--- src/include/rv32_consts.svh ---
`ifndef RV32_CONSTS_SVH
`define RV32_CONSTS_SVH

// Width of registers, ALU and memory words
`define RV32_XLEN 32

// Instruction memory depth in words
`define RV32_IMEM_WORDS 256

// Data memory depth in words
`define RV32_DMEM_WORDS 256

// Byte address of the first fetch after reset or a load
`define RV32_RESET_PC 32'h0000_0000

// No forwarding and no interlock in the pipeline
// A reader must sit this many instructions behind the writer of its source
`define RV32_HAZARD_GAP 4

`endif

--- src/hw/rv32_isa_pkg.sv ---
package rv32_isa_pkg;

    // Register index
    typedef logic [4:0] rv32_reg_idx_t;

    // Major opcodes the core executes, everything else is a NOP
    typedef enum logic [6:0] {
        OP     = 7'b0110011,
        OP_IMM = 7'b0010011,
        LUI    = 7'b0110111,
        LOAD   = 7'b0000011,
        STORE  = 7'b0100011
    } rv32_opcode_e;

    // funct3 codes of the integer group
    localparam logic [2:0] F3_ADD_SUB = 3'b000;
    localparam logic [2:0] F3_SLL     = 3'b001;
    localparam logic [2:0] F3_SLT     = 3'b010;
    localparam logic [2:0] F3_SLTU    = 3'b011;
    localparam logic [2:0] F3_XOR     = 3'b100;
    localparam logic [2:0] F3_SRL_SRA = 3'b101;
    localparam logic [2:0] F3_OR      = 3'b110;
    localparam logic [2:0] F3_AND     = 3'b111;
    // Whole-word width code for loads and stores
    localparam logic [2:0] F3_LW_SW   = 3'b010;

    // funct7 codes, ALT selects SUB and SRA
    localparam logic [6:0] F7_BASE = 7'b0000000;
    localparam logic [6:0] F7_ALT  = 7'b0100000;

    typedef enum logic [3:0] {
        ALU_ADD,
        ALU_SUB,
        ALU_AND,
        ALU_OR,
        ALU_XOR,
        ALU_SLL,
        ALU_SRL,
        ALU_SRA,
        ALU_SLT,
        ALU_SLTU
    } rv32_alu_op_e;

    // ============================================================
    // Instruction format views
    // ============================================================
    // Opcode kept as raw bits so unknown encodings stay legal values
    typedef struct packed {
        logic [6:0]    funct7;
        rv32_reg_idx_t rs2;
        rv32_reg_idx_t rs1;
        logic [2:0]    funct3;
        rv32_reg_idx_t rd;
        logic [6:0]    opcode;
    } rv32_r_fmt_t;

    typedef struct packed {
        logic [11:0]   imm;
        rv32_reg_idx_t rs1;
        logic [2:0]    funct3;
        rv32_reg_idx_t rd;
        logic [6:0]    opcode;
    } rv32_i_fmt_t;

    typedef struct packed {
        logic [6:0]    imm_hi;
        rv32_reg_idx_t rs2;
        rv32_reg_idx_t rs1;
        logic [2:0]    funct3;
        logic [4:0]    imm_lo;
        logic [6:0]    opcode;
    } rv32_s_fmt_t;

    typedef struct packed {
        logic [19:0]   imm;
        rv32_reg_idx_t rd;
        logic [6:0]    opcode;
    } rv32_u_fmt_t;

    // Same 32 bits, read through whichever view the opcode calls for
    typedef union packed {
        rv32_r_fmt_t r;
        rv32_i_fmt_t i;
        rv32_s_fmt_t s;
        rv32_u_fmt_t u;
    } rv32_instr_u;

endpackage

--- src/hw/rv32_mem_pkg.sv ---
`include "rv32_consts.svh"

package rv32_mem_pkg;

    // Data word, also the register width
    typedef logic [`RV32_XLEN-1:0] rv32_word_t;

    // Byte address of an instruction
    typedef logic [`RV32_XLEN-1:0] rv32_pc_t;

    // Word addresses into the two memories
    typedef logic [$clog2(`RV32_IMEM_WORDS)-1:0] rv32_iaddr_t;
    typedef logic [$clog2(`RV32_DMEM_WORDS)-1:0] rv32_daddr_t;

endpackage

--- src/hw/rv32_decoder.sv ---
module rv32_decoder (
    input  rv32_isa_pkg::rv32_instr_u   instr,
    output rv32_isa_pkg::rv32_reg_idx_t rs1,
    output rv32_isa_pkg::rv32_reg_idx_t rs2,
    output rv32_isa_pkg::rv32_reg_idx_t rd,
    output rv32_mem_pkg::rv32_word_t    imm,
    output rv32_isa_pkg::rv32_alu_op_e  alu_op,
    output logic                        use_imm,
    output logic                        writes_rd,
    output logic                        is_load,
    output logic                        is_store,
    output logic                        is_lui
);

    import rv32_isa_pkg::*;

    logic [2:0] f3;
    logic [6:0] f7;
    logic       alt;
    logic       legal;
    logic       is_shift;

    // Integer operation from funct3, alt picks SUB or SRA
    function automatic rv32_alu_op_e alu_from_f3(input logic [2:0] funct3,
                                                 input logic       use_alt);
        case (funct3)
            F3_ADD_SUB: alu_from_f3 = use_alt ? ALU_SUB : ALU_ADD;
            F3_SLL:     alu_from_f3 = ALU_SLL;
            F3_SLT:     alu_from_f3 = ALU_SLT;
            F3_SLTU:    alu_from_f3 = ALU_SLTU;
            F3_XOR:     alu_from_f3 = ALU_XOR;
            F3_SRL_SRA: alu_from_f3 = use_alt ? ALU_SRA : ALU_SRL;
            F3_OR:      alu_from_f3 = ALU_OR;
            F3_AND:     alu_from_f3 = ALU_AND;
            default:    alu_from_f3 = ALU_ADD;
        endcase
    endfunction

    // Register fields share their bit positions in all formats
    assign rs1 = instr.r.rs1;
    assign rs2 = instr.r.rs2;
    assign rd  = instr.r.rd;
    assign f3  = instr.r.funct3;
    assign f7  = instr.r.funct7;

    assign is_shift = (f3 == F3_SLL) || (f3 == F3_SRL_SRA);

    always_comb begin
        // Defaults give a NOP
        alt       = 1'b0;
        legal     = 1'b0;
        imm       = '0;
        alu_op    = ALU_ADD;
        use_imm   = 1'b0;
        writes_rd = 1'b0;
        is_load   = 1'b0;
        is_store  = 1'b0;
        is_lui    = 1'b0;
        case (instr.r.opcode)
            OP: begin
                // Only ADD and SRL have an alternate form
                alt       = (f7 == F7_ALT);
                legal     = (f7 == F7_BASE) ||
                            (alt && ((f3 == F3_ADD_SUB) || (f3 == F3_SRL_SRA)));
                alu_op    = alu_from_f3(f3, alt);
                writes_rd = legal;
            end
            OP_IMM: begin
                // ADDI has no SUB form, its top bits are immediate
                alt       = (f3 == F3_SRL_SRA) && (f7 == F7_ALT);
                legal     = !is_shift || (f7 == F7_BASE) || alt;
                // Shift amount sits where rs2 would be
                imm       = is_shift ? {27'b0, instr.r.rs2}
                                     : {{20{instr.i.imm[11]}}, instr.i.imm};
                alu_op    = alu_from_f3(f3, alt);
                use_imm   = legal;
                writes_rd = legal;
            end
            LUI: begin
                imm       = {instr.u.imm, 12'b0};
                writes_rd = 1'b1;
                is_lui    = 1'b1;
            end
            LOAD: begin
                // Word loads only, address is rs1 plus I immediate
                legal     = (f3 == F3_LW_SW);
                imm       = {{20{instr.i.imm[11]}}, instr.i.imm};
                use_imm   = legal;
                writes_rd = legal;
                is_load   = legal;
            end
            STORE: begin
                // S immediate split around rs2
                legal     = (f3 == F3_LW_SW);
                imm       = {{20{instr.s.imm_hi[6]}}, instr.s.imm_hi, instr.s.imm_lo};
                use_imm   = legal;
                is_store  = legal;
            end
            default: begin
            end
        endcase
    end

endmodule

--- config.mk ---
export PLATFORM = sky130hd
export DESIGN_NAME = rv32_decoder
export DESIGN_NICKNAME = d
export VERILOG_FILES = /design/src/hw/rv32_isa_pkg.sv /design/src/hw/rv32_mem_pkg.sv /design/src/hw/rv32_decoder.sv
export VERILOG_INCLUDE_DIRS = /design/src /design/src/include
export SDC_FILE = /design/constraint.sdc
export NUM_CORES = 1
export LEC_CHECK = 0
export ABC_AREA = 1
export BUFFER_PORTS_ARGS = -buffer_cell sky130_fd_sc_hd__buf_2
export CORE_MARGIN = 5
export CORE_UTILIZATION = 41
export DETAILED_ROUTE_END_ITERATION = 12
export PLACE_DENSITY = 0.9
export SLEW_MARGIN = 30
export SYNTH_ARGS = -nofsm -noshare
export SYNTH_HDL_FRONTEND = slang
export SYNTH_SLANG_ARGS = --single-unit
--- constraint.sdc ---
create_clock -name vclk -period 1.8
set_clock_uncertainty 0.15 [all_clocks]
set_input_delay 0.09 -clock vclk [all_inputs]
set_output_delay 0.09 -clock vclk [all_outputs]
set_load 0.05 [all_outputs]
==> impl_results.md <==
* Outcome: complete, no violations
* VDD IR max at ~0.16 mV
* Largest net degree at the start of global routing at 23
* Min Tclk post-route at ~1600 ps
* Worst setup path class: in -> out
* ANT cells at 0
* Mux cell area share after synthesis at 0%
* Combinational Power Share at 100.0%
* Sequential Power Share at 0%
* Ranking of synthesized cells by area: nand2_1 (36%), inv_1 (17%), buf_4 (14%), nor2_1 (7.1%), nand3_1 (5.6%)
* WL final at between 2000 and 3000 um
* Cell Chain, Critical Path: buf_2 -> nor2_1 -> nand2_1 -> inv_1 -> nand2_1 -> a21boi_0 -> buf_2
* Power Dens Cells at between 150 and 200 mW/mm^2
* Worst path buffer plus inverter count at 3
* P_leak at just under 1 nW
* Routability cong. at about 0.82
* Post-DP Area at between 0.001 and 0.0015 mm^2
* Endpoint, Worst Hold: rs1[0]
* Yosys warns at 0
* Final Cycle Share at around nine tenths
* GR Overflow Total at 0
* DRT antenna net count at 0
* Die Y at about 57 um
* Non-Filler Instances at ~300
* Distinct cells, synth at 19
* Initial core utilization at between 40% and 50%
* FF+latch area at 0 um^2
* Worst-Margin Slew at about 310 ps
* Pins Over Slew Limit at 0
* Compound-Gate Fraction of Synth Area at roughly an eighth
* Layout cells sized above 1 at ~37%
* Simple logic cell fraction of the synthesized area at a little over half
* Final Hold Vio Count at 0
* Syn nets at 229
* Initial antenna violation count at 0
* Fin area at ~0.0012 mm^2
* Hold-fix buffers, CTS at 0
* Post-synthesis adder-cell area fraction at 0%
* Synthesized cell area at slightly below 900 um^2
* Final-stage net count at around 300
* Num ports at 88
* Drt drc at 0
* Hold crit path type: in -> out
* CP top delay family: buffers and inverters
* Area Growth Syn to Fin at 39.8%
* Rel. slew slack at about four fifths
* Vias per cell at between 4 and 5
* Clk_buf instances at 0
* Required @ worst endpoint at 1560 ps
* XOR/XNOR Fraction of Synth Area at 0%
* CP Launch Type: input pin
* Sequential element share of the synthesized area at 0%
* GRT Overall Usage at between 10% and 20%
* Cell count of the worst hold path at 2
* Largest family of logic cells by synthesized area: simple AND/OR/NAND/NOR gates
* Vias in the first global route at between 1000 and 1500
* Avg WL per Cell at 9.49 um
* Crit end category: output port
* Mapped Cells at roughly 200
* Pre-Repair DR Iteration Count at 4
* Critical path depth at 7
* CP max stage cell: buf_2
* I/O Buffers at between 80 and 90
* # Post-CTS Setup Buffers at 0
* Switching pwr at ~0.16 mW
* Cts repair resizes at 0
* # rows at 17
* Die area at approximately 0.0032 mm^2
* Final HPWL DP at 2390 um
* Inst Count DP at ~300
* Setup violators final at 0
* Initial DRC count at 28
* CP peak stage delay at 300 ps
* Switching Fraction at between 70% and 80%
* Critical Path AT at about 1400 ps
* Seq_cells at 0
* RSZ-0062 raised after global routing: no
* Yosys top cell area share at 35.7%
* Max-Cap Viols at 0
* Clock Power Share at 0%
* Core ar. at ~0.0021 mm^2
* DR vias at 1287
* Peak Freq at slightly above 600 MHz
* Internal Power at just under 0.06 mW
* Die X at between 50 and 60 um
* Syn_area_per_cell at around 4.5 um^2
* Crit path max fanout at 7
* Area leader, netlist: nand2_1
* Hold wc startpoint: instr[15]
* First-pass GRT wire length at about 4500 um
==> cell type report <==
class / count / area, um^2
fillers: 237 / 900
multi-input cells: 135 / 589
repair buffers: 92 / 470
inverters: 41 / 154
well taps: 28 / 35.0
==> worst max-delay path by stage <==
| stage | from | endpoint | slack [ps] |
|---|---|---|---|
| detailed placement | instr[3] | imm[7] | 200 |
| CTS | instr[3] | imm[27] | 190 |
| global placement | instr[5] | imm[21] | 250 |
| global route | instr[3] | imm[20] | 20 |
| floorplan | instr[3] | imm[5] | -210 |
| finish | instr[3] | imm[7] | 170 |
==> kinds of logic (layout without fill, tap and decap cells) <==
| kind of cell | count (synthesis) | count (layout) |
|---|---|---|
| AO/OA/AOI/OAI | 18 | 18 |
| AND/OR/NAND/NOR | 117 | 117 |
| buffers and inverters | 62 | 133 |
==> power by group through the flow <==
stage	combinational, mW	sequential [mW]	clock (mW)
final	0.221	0	0
after global routing	0.237	0	0
after CTS	0.221	0	0
after detailed placement	0.221	0	0
after global placement	0.218	0	0
after floorplan	0.164	0	0
==> layout by cell type (no fill, tap or decap) <==
| cell | count |
|---|---|
| nor2_4 | 1 |
| o21a_1 | 1 |
| o21ai_1 | 1 |
| a21boi_0 | 5 |
| buf_4 | 4 |
| nand4_1 | 1 |
| nand3_1 | 10 |
| nor2_1 | 17 |
| a21oi_1 | 4 |
| nor3_2 | 2 |
| inv_1 | 40 |
| buf_2 | 88 |
| inv_2 | 1 |
| o21ai_0 | 6 |
| nand2_1 | 85 |
| nor2_2 | 1 |
| a211oi_2 | 1 |
==> synth_stat cells <==
cell,n
nand2_1,85
inv_1,40
buf_4,17
nor2_1,17
nand3_1,10
o21ai_0,6
a21boi_0,5
a21oi_1,4
buf_2,2
buf_6,2
a211oi_1,1
inv_2,1
nand4_1,1
nor2_2,1
nor2_4,1
nor3_1,1
nor3_2,1
o21a_1,1
o21ai_1,1
==> routing by layer <==
layer  share of wire, %  vias to the layer above  GRT usage, %
li1                   -                      711             -
met1                 41                      530          20.1
met2                 51                       46          31.4
met3                7.4                        0         0.920
met4                  0                        0             0
met5                  0                        -             0
==> metrics by stage <==
stage               TNS, ps  total power, mW  utilization [%]  hold slack, ps  setup WS, ps
floorplan             -1230            0.164                -             131          -212
global placement          0            0.218             58.1             332           248
detailed placement        0            0.221             58.1             334           195
CTS                       0            0.221             58.1             334           193
global route              0            0.237             58.1             337          17.7
finish                    0            0.221             58.1             333           167
Power figures use the tool's default switching activity.
