## config.mk

```make
export PLATFORM = sky130hd
export DESIGN_NAME = rv32_regfile
export DESIGN_NICKNAME = d
export VERILOG_FILES = /design/src/hw/rv32_isa_pkg.sv /design/src/hw/rv32_mem_pkg.sv /design/src/hw/rv32_regfile.sv
export VERILOG_INCLUDE_DIRS = /design/src /design/src/include
export SDC_FILE = /design/constraint.sdc
export NUM_CORES = 1
export LEC_CHECK = 0
export BUFFER_PORTS_ARGS = -buffer_cell sky130_fd_sc_hd__buf_4
export CAP_MARGIN = 30
export CORE_AREA = 3 3 286 400
export CTS_CLUSTER_DIAMETER = 40
export DETAILED_ROUTE_END_ITERATION = 8
export DIE_AREA = 0 0 289 403
export GPL_ROUTABILITY_DRIVEN = 0
export PLACE_DENSITY = 0.63
export SYNTH_ARGS = -nofsm -noshare
export SYNTH_HDL_FRONTEND = slang
export SYNTH_SLANG_ARGS = --single-unit
```

## constraint.sdc

```tcl
create_clock -name clk -period 3 [get_ports clk]
set_input_delay 0.15 -clock clk [delete_from_list [all_inputs] [get_ports clk]]
set_output_delay 0.15 -clock clk [all_outputs]
set_load 0.05 [all_outputs]
```

## src/include/rv32_consts.svh

```systemverilog
`ifndef RV32_CONSTS_SVH
`define RV32_CONSTS_SVH

// Width of registers, ALU and memory words
`define RV32_XLEN 32

// Instruction memory depth in words
`define RV32_IMEM_WORDS 256

// Data memory depth in words
`define RV32_DMEM_WORDS 256

// Byte address of the first fetch after reset or a load
`define RV32_RESET_PC 32'h0000_0000

// No forwarding and no interlock in the pipeline
// A reader must sit this many instructions behind the writer of its source
`define RV32_HAZARD_GAP 4

`endif

```

## src/hw/rv32_isa_pkg.sv

```systemverilog
package rv32_isa_pkg;

    // Register index
    typedef logic [4:0] rv32_reg_idx_t;

    // Major opcodes the core executes, everything else is a NOP
    typedef enum logic [6:0] {
        OP     = 7'b0110011,
        OP_IMM = 7'b0010011,
        LUI    = 7'b0110111,
        LOAD   = 7'b0000011,
        STORE  = 7'b0100011
    } rv32_opcode_e;

    // funct3 codes of the integer group
    localparam logic [2:0] F3_ADD_SUB = 3'b000;
    localparam logic [2:0] F3_SLL     = 3'b001;
    localparam logic [2:0] F3_SLT     = 3'b010;
    localparam logic [2:0] F3_SLTU    = 3'b011;
    localparam logic [2:0] F3_XOR     = 3'b100;
    localparam logic [2:0] F3_SRL_SRA = 3'b101;
    localparam logic [2:0] F3_OR      = 3'b110;
    localparam logic [2:0] F3_AND     = 3'b111;
    // Whole-word width code for loads and stores
    localparam logic [2:0] F3_LW_SW   = 3'b010;

    // funct7 codes, ALT selects SUB and SRA
    localparam logic [6:0] F7_BASE = 7'b0000000;
    localparam logic [6:0] F7_ALT  = 7'b0100000;

    typedef enum logic [3:0] {
        ALU_ADD,
        ALU_SUB,
        ALU_AND,
        ALU_OR,
        ALU_XOR,
        ALU_SLL,
        ALU_SRL,
        ALU_SRA,
        ALU_SLT,
        ALU_SLTU
    } rv32_alu_op_e;

    // ============================================================
    // Instruction format views
    // ============================================================
    // Opcode kept as raw bits so unknown encodings stay legal values
    typedef struct packed {
        logic [6:0]    funct7;
        rv32_reg_idx_t rs2;
        rv32_reg_idx_t rs1;
        logic [2:0]    funct3;
        rv32_reg_idx_t rd;
        logic [6:0]    opcode;
    } rv32_r_fmt_t;

    typedef struct packed {
        logic [11:0]   imm;
        rv32_reg_idx_t rs1;
        logic [2:0]    funct3;
        rv32_reg_idx_t rd;
        logic [6:0]    opcode;
    } rv32_i_fmt_t;

    typedef struct packed {
        logic [6:0]    imm_hi;
        rv32_reg_idx_t rs2;
        rv32_reg_idx_t rs1;
        logic [2:0]    funct3;
        logic [4:0]    imm_lo;
        logic [6:0]    opcode;
    } rv32_s_fmt_t;

    typedef struct packed {
        logic [19:0]   imm;
        rv32_reg_idx_t rd;
        logic [6:0]    opcode;
    } rv32_u_fmt_t;

    // Same 32 bits, read through whichever view the opcode calls for
    typedef union packed {
        rv32_r_fmt_t r;
        rv32_i_fmt_t i;
        rv32_s_fmt_t s;
        rv32_u_fmt_t u;
    } rv32_instr_u;

endpackage

```

## src/hw/rv32_mem_pkg.sv

```systemverilog
`include "rv32_consts.svh"

package rv32_mem_pkg;

    // Data word, also the register width
    typedef logic [`RV32_XLEN-1:0] rv32_word_t;

    // Byte address of an instruction
    typedef logic [`RV32_XLEN-1:0] rv32_pc_t;

    // Word addresses into the two memories
    typedef logic [$clog2(`RV32_IMEM_WORDS)-1:0] rv32_iaddr_t;
    typedef logic [$clog2(`RV32_DMEM_WORDS)-1:0] rv32_daddr_t;

endpackage

```

## src/hw/rv32_regfile.sv

```systemverilog
module rv32_regfile (
    input  logic                        clk,
    input  rv32_isa_pkg::rv32_reg_idx_t ra1,
    output rv32_mem_pkg::rv32_word_t    rd1,
    input  rv32_isa_pkg::rv32_reg_idx_t ra2,
    output rv32_mem_pkg::rv32_word_t    rd2,
    input  logic                        we,
    input  rv32_isa_pkg::rv32_reg_idx_t wa,
    input  rv32_mem_pkg::rv32_word_t    wd
);

    import rv32_mem_pkg::*;

    // x1..x31, x0 has no storage
    rv32_word_t regs [1:31];

    // Writes to x0 are dropped
    always_ff @(posedge clk) begin
        if (we && (wa != '0)) begin
            regs[wa] <= wd;
        end
    end

    // Combinational reads
    // No bypass, so a read in the write cycle sees the old value
    assign rd1 = (ra1 == '0) ? '0 : regs[ra1];
    assign rd2 = (ra2 == '0) ? '0 : regs[ra2];

endmodule

```

==> run_results.csv, run 1 <==
group,metric,value,unit
power_and_ir_drop,vdd_drop_max,419,µV
floorplanning,core-area,0.111,mm²
cts,postCtsSetupRepairBufs,0,
cells_and_area,fin_area,0.0547,mm²
floorplanning,die_h,403,µm
cts,cts_tree,"done",
yosys,yosys_warnings,0,
yosys,ys_seq_area_frac,0.641,
worst_setup_path,critical_path_class,"reg2out",
yosys,synth_enable_flop_cells,992,
cells_and_area,top_regs,"regs: 992 flops",
drt,wl,149000,µm
cells_and_area,syn_to_final_growth,17.6,%
grt,antenna_found_initial,7,
min_path,hp-class,"in2reg",
sta,finalCritPeriodShare,1.00,
cells_and_area,regMostFlops,"regs",
cts,cts.path.max_buffers,3,
cells_and_area,layout-drive-gt1-share,0.307,
worst_setup_path,worstSetupStartpoint,"regs[4][3]",
worst_setup_path,start_kind,"flip-flop",
floorplanning,die_w,289,µm
worst_setup_path,cp-end-kind,"output pin",
yosys,synthDistinctLibCells,38,
worst_setup_path,cpMaxStageDelayCell,"o21ai_0",
cts,cts_buffers,108,
drt,route.detailed.wl_per_inst,33.9,µm
worst_setup_path,cp_max_fo,2,
sta,drv_slew,0,
sta,worst_slew_pin_slew,0.747,ns
cts,post_cts_resized,0,
yosys,ys.flop_type,"edfxtp_1",
cts,cts_sinks,992,
sta,worst_slack,-0.00314,ns
sta,relSlewSlack,0.501,
yosys,netlist_instances,2593,
place,place_area,0.0506,mm²
floorplanning,initial_utilization,0.417,
cts,htreeDepth,3,
grt,grt_start_max_net_pins,50,
cells_and_area,fillers,9109,
floorplanning,num_rows,145,
drt,drt_iter0_drc,3295,
run_status,status,"finished with violations",
worst_setup_path,cpMostUsedCell,"buf_4",
yosys,syn-mean-instance-area,17.9,µm²
run_status,violations,"setup timing",
drt,drc,0,
grt,grtUsageTotal,0.256,
cts,clk_pin_slew_worst_paths,0.06,ns
floorplanning,design.die.area,0.116,mm²
worst_setup_path,cp_cell_sequence,"mux4_2, and2_1, o21ai_0, a31oi_1, buf_4, buf_4",
place,dp_hpwl,92000,µm
cts,ctsHoldBuffers,32,
drt,antenna_left,0,
cells_and_area,final_nets,2887,
cells_and_area,final_core_util,0.491,
worst_setup_path,worst_ep_arrival_time,2.85,ns
grt,grt_pass1_vias,29500,
worst_setup_path,required,2.85,ns
floorplanning,ios,113,
cts,cts-root-buf,"clkbuf_16",
drt,routed-via-count,28600,
sta,hold_viol,0,
job,drv_cap,0,
sta,setup_violations,1,
sta,whs,0.138,ns
yosys,synth_nets,2642,
drt,dr.pass1.iters,6,
place,dp_slack,0.356,ns
yosys,ys_ff_latch,992,
sta,rsz0062_at_grt,"false",
cells_and_area,largest_register_ffs,992,
yosys,synth_area,0.0465,mm²
worst_setup_path,cpPeakStageDelay,0.52,ns
sta,period_minus_slack,3.00,ns
worst_setup_path,endpoint,"rd2[3]",
sta,fmax,333,MHz
yosys,synthArstFlopShare,0,
drt,via_per_inst,6.50,
place,portBuffers,112,
power_and_ir_drop,p_leak,18.3,nW
power_and_ir_drop,powerDensity,602,mW/mm²
grt,grt.overflow.total,0,
grt,grt_pass1_wl,213000,µm
worst min path at each step:
| stage | start | cells past startpoint | endpoint | slack (ns) |
|---|---|---|---|---|
| finish | wa[4] | 3 | regs[1][0] | 0.14 |
| CTS | wa[2] | 3 | regs[1][12] | 0.09 |
| global route | wa[2] | 3 | regs[1][0] | 0.14 |
| detailed placement | wd[6] | 1 | regs[10][6] | 0.57 |
| global placement | wd[21] | 1 | regs[2][21] | 0.55 |
| floorplan | wd[0] | 0 | regs[10][0] | 0.25 |
through the flow:
stage | instances | power [mW] | TNS, ns
finish | 4403 | 32.9 | -0.00314
global route | 4401 | 33.8 | 0
CTS | 4397 | 33.1 | 0
detailed placement | 4166 | 19.1 | 0
global placement | 4166 | 19.0 | 0
floorplan | 2593 | 17.8 | 0
report_power, final:
part | internal, mW | switching (mW)
clock | 8.37 | 5.69
combinational | 1.28 | 2.05
sequential | 15.4 | 0.0751
worst max-delay path, delay by kind of cell, from the launching register on:
family / cells / cell delay, ns
multiplexers: 1 / 0.45
AND/OR/NAND/NOR: 1 / 0.16
buffers and inverters: 2 / 0.42
AO/OA/AOI/OAI: 2 / 0.74
flip-flops: 1 / 0.38
cells by family after synthesis:
logic type | after synthesis | share of synthesized area
flops | 992 | 0.641
simple gates | 369 | 0.0378
compound gates | 333 | 0.0520
buf+inv | 204 | 0.0239
mux | 695 | 0.246
synthesized netlist by cell type, types with 20 or more instances:
master	count	area [µm²]
nand2_1	86	323
mux2_2	28	315
clkbuf_1	86	323
buf_4	20	150
a21oi_1	66	330
nor2_1	114	428
and2_1	34	213
mux2i_1	311	3110
nand3_1	51	255
mux4_2	340	7660
edfxtp_1	992	29800
buf_2	63	315
a22oi_1	94	706
a311o_1	31	310
nor2b_1	36	225
a22o_1	46	403
buf_6	20	225
a211o_1	31	272
cells in the final DEF, fill, tap and decap left out, types with 17 or more instances in the layout:
master / instances
nand3_1: 51
nor2_1: 81
a211o_1: 31
nand4_1: 17
dlygate4sd3_1: 32
clkbuf_16: 109
a22o_1: 46
edfxtp_1: 992
a21oi_1: 65
bufinv_16: 19
mux2i_1: 311
buf_4: 244
and2_1: 33
mux2_2: 28
o21ai_0: 17
a311o_1: 31
nor2_4: 32
a22oi_1: 94
a211oi_1: 17
mux4_2: 340
buf_12: 57
nand2_1: 86
nor2b_1: 31
area by class of cell:
type | instances | area [µm²] | share of cell area
antenna | 6 | 15.0 | 0.000275
tap | 1470 | 1840 | 0.0336
inverter | 1 | 3.75 | 0.0000686
clock inverter | 77 | 1010 | 0.0185
clock buffer | 122 | 2780 | 0.0508
timing repair buffer | 338 | 3360 | 0.0615
sequential | 992 | 29800 | 0.545
multi-input combinational | 1397 | 15900 | 0.290
layer usage:
layer,share of wire,track usage,vias up
met2,0.49,0.413,1759
met3,0.088,0.0482,392
met4,0.058,0.136,2
met1,0.37,0.329,15100
li1,-,-,11400
met5,0.000087,0,-
No activity file was read; power rests on OpenSTA's default activity.
==> run 2, diff against run 1 <==
- ABC_AREA: not set -> 1
- CORE_AREA: 3 3 286 400 -> 3 3 298 418
- DIE_AREA: 0 0 289 403 -> 0 0 301 421
==> run 2 against run 1 <==
The flow now finishes without violations. Clock power about the same. Count of clock-buffer cells in the layout is 11 higher. Sequential cell count is the same. Cell count is 77% higher. Hold slack better by 0.024 ns. Global-route usage up 3.7 points. Via count is 57% higher. Combinational power grew 20%. Design area rose by 6.6%. Sequential share of layout area decreased by 3.4 points. Die area increased by 8.8%. Worst setup slack gained 0.35 ns. Critical endpoint is now rd2[9].
==> run_results.csv, run 2 <==
group,metric,value,unit
place,portBuffers,112,
min_path,hp-class,"in2reg",
drt,route.detailed.wl_per_inst,24.5,µm
yosys,synthArstFlopShare,0,
yosys,synth_top_family_by_area,"simple AND/OR/NAND/NOR gates",
power_and_ir_drop,power,33.9,mW
place,post-place-cells,7519,
cts,htreeDepth,3,
power_and_ir_drop,intPower,24.8,mW
yosys,synthMuxAreaShare,0,
cells_and_area,layout-drive-gt1-share,0.0819,
cts,cts_tree,"done",
yosys,synth_enable_flop_cells,992,
drt,via_per_inst,5.79,
yosys,synth_top_area_frac,0.586,
yosys,syn-mean-instance-area,8.41,µm²
grt,grt_util_met1,0.373,
yosys,synth_xor_area_frac,0,
power_and_ir_drop,powerDensity,582,mW/mm²
cts,post_cts_resized,0,
yosys,ys.flop_type,"edfxtp_1",
cells_and_area,multi_input_area,0.0185,mm²
cells_and_area,syn_to_final_growth,14.7,%
drt,drt_iter0_drc,6008,
yosys,yosys_warnings,0,
floorplanning,num_rows,151,
cts,cts-root-buf,"clkbuf_16",
cells_and_area,regArea,0.0298,mm²
floorplanning,die_w,301,µm
drt,dr.pass1.iters,6,
yosys,ys_ff_latch,992,
drt,antenna_left,0,
worst_setup_path,cp-end-kind,"output pin",
power_and_ir_drop,vdd_drop_max,463,µV
yosys,yosysMostFrequentCell,"nand2_1",
cts,cts_sinks,992,
cts,clk_pin_slew_worst_paths,0.06,ns
drt,routed-via-count,45000,
min_path,min-delay-start,"wa[1]",
grt,grt.overflow.total,0,
min_path,hold_path_depth,4,
cells_and_area,fin_cells,7777,
cells_and_area,top_regs,"regs: 992 flops",
cells_and_area,fillers,11200,
drt,drc,0,
sta,fin_setup_tns,0,ns
power_and_ir_drop,p_seq_frac,0.457,
sta,finalCritPeriodShare,0.884,
sta,drv_slew,0,
cells_and_area,final_nets,6113,
sta,rsz0062_at_grt,"false",
place,place_area,0.0541,mm²
floorplanning,ios,113,
drt,wl,191000,µm
yosys,synth_compound_area_frac,0.0258,
yosys,synth.largest_area_cell,"edfxtp_1",
yosys,synth_nets,6091,
sta,relSlewSlack,0.420,
cells_and_area,largest_register_ffs,992,
power_and_ir_drop,p_comb_frac,0.118,
grt,grt_start_max_net_pins,116,
min_path,min_to,"regs[15][10]",
power_and_ir_drop,p_leak,23.7,nW
yosys,netlist_instances,6042,
sta,hold_viol,0,
yosys,synth-simple-area-share,0.334,
cells_and_area,final_cell_mix,"nand2_1, edfxtp_1, nand3_1",
floorplanning,die_h,421,µm
grt,use_met2,0.468,
sta,period_minus_slack,2.65,ns
cells_and_area,regMostFlops,"regs",
yosys,ys_seq_area_frac,0.586,
sta,fmax,377,MHz
cts,cts_buffers,117,
grt,grt.busiest_layer,"met2",
grt,met3_usage,0.0502,
sta,worst_slack,0.347,ns
power_and_ir_drop,clock_power_share,0.425,
sta,worst_slew_pin_slew,0.868,ns
worst_setup_path,required,2.85,ns
yosys,synth_area,0.0508,mm²
cells_and_area,fin_area,0.0583,mm²
power_and_ir_drop,switching_share,0.269,
grt,grt_pass1_wl,277000,µm
cells_and_area,final_core_util,0.482,
sta,whs,0.162,ns
grt,grtUsageTotal,0.293,
floorplanning,initial_utilization,0.420,
yosys,synth_fa_ha_area_frac,0,
place,dp_hpwl,103000,µm
yosys,synthDistinctLibCells,18,
run_status,status,"complete, no violations",
floorplanning,core-area,0.121,mm²
yosys,ys_top_cells_by_count,"nand2_1, edfxtp_1, nand3_1, nor2_1, a21oi_1",
cells_and_area,layout_commonest_cell,"nand2_1",
power_and_ir_drop,p_switching,9.13,mW
worst_setup_path,start_kind,"input pin",
place,dp_slack,0.336,ns
grt,antenna_found_initial,11,
worst_setup_path,worst_ep_arrival_time,2.50,ns
grt,grt_pass1_vias,42500,
sta,setup_violations,0,
job,drv_cap,0,
yosys,synth_area_leaders,"edfxtp_1, nand2_1, nand3_1",
worst_setup_path,cp_max_fo,72,
cts,cts.path.max_buffers,3,
floorplanning,design.die.area,0.127,mm²
worst_setup_path,critical_path_class,"in2out",
## run 2: layer usage
| metal | vias up | part of all wire |
|---|---|---|
| li1 | 20000 | - |
| met1 | 21400 | 0.37 |
| met2 | 2997 | 0.46 |
| met3 | 709 | 0.11 |
| met4 | 0 | 0.067 |
| met5 | - | 0 |
## run 2: how the worst max path moves through the flow
stage / depth (start not counted) / from / endpoint
2_1_floorplan: 3 / wa[0] / regs[14][0]
3_3_place_gp: 12 / ra2[0] / rd2[9]
3_5_place_dp: 12 / ra2[0] / rd2[9]
4_1_cts: 12 / ra2[0] / rd2[9]
5_1_grt: 12 / ra2[0] / rd2[9]
6_report: 12 / ra2[0] / rd2[9]
## run 2: cell type report
class	count	share of cell area
clock buffer	133	0.0520
antenna	8	0.000343
timing repair buffer	303	0.0572
inverter	183	0.0123
sequential	992	0.511
clock inverter	85	0.0147
multi-input combinational	4467	0.318
tap	1606	0.0345
## run 2: power groups by stage
stage / combinational (mW) / clock [mW] / sequential (mW)
after floorplan: 2.32 / 0 / 15.8
after global placement: 3.84 / 0 / 15.8
after detailed placement: 3.87 / 0 / 15.8
after CTS: 3.93 / 14.5 / 15.5
after global routing: 4.26 / 15.1 / 15.5
final: 4.00 / 14.4 / 15.5
## run 2: what timing repair did
action                    4_1_cts  5_1_grt
hold endpoints to repair      992        0
setup buffers                   0        0
hold buffers                   32        0
## run 2: cells by family (layout without fill, tap and decap cells)
family | after synthesis | after routing
DFF | 992 | 992
other | 0 | 8
AOI/OAI and AO/OA | 261 | 261
buffers and inverters | 583 | 704
and+or+nand+nor | 4206 | 4206
## run 2: critical path: stages
cell	delay, ns
buf_8	0.17
inv_8	0.38
buf_12	0.38
nand2_1	0.09
nand2_1	0.07
nand2_1	0.05
nand2_1	0.08
nor2_1	0.05
nand2_1	0.06
nand3_1	0.07
a21oi_1	0.58
buf_4	0.32
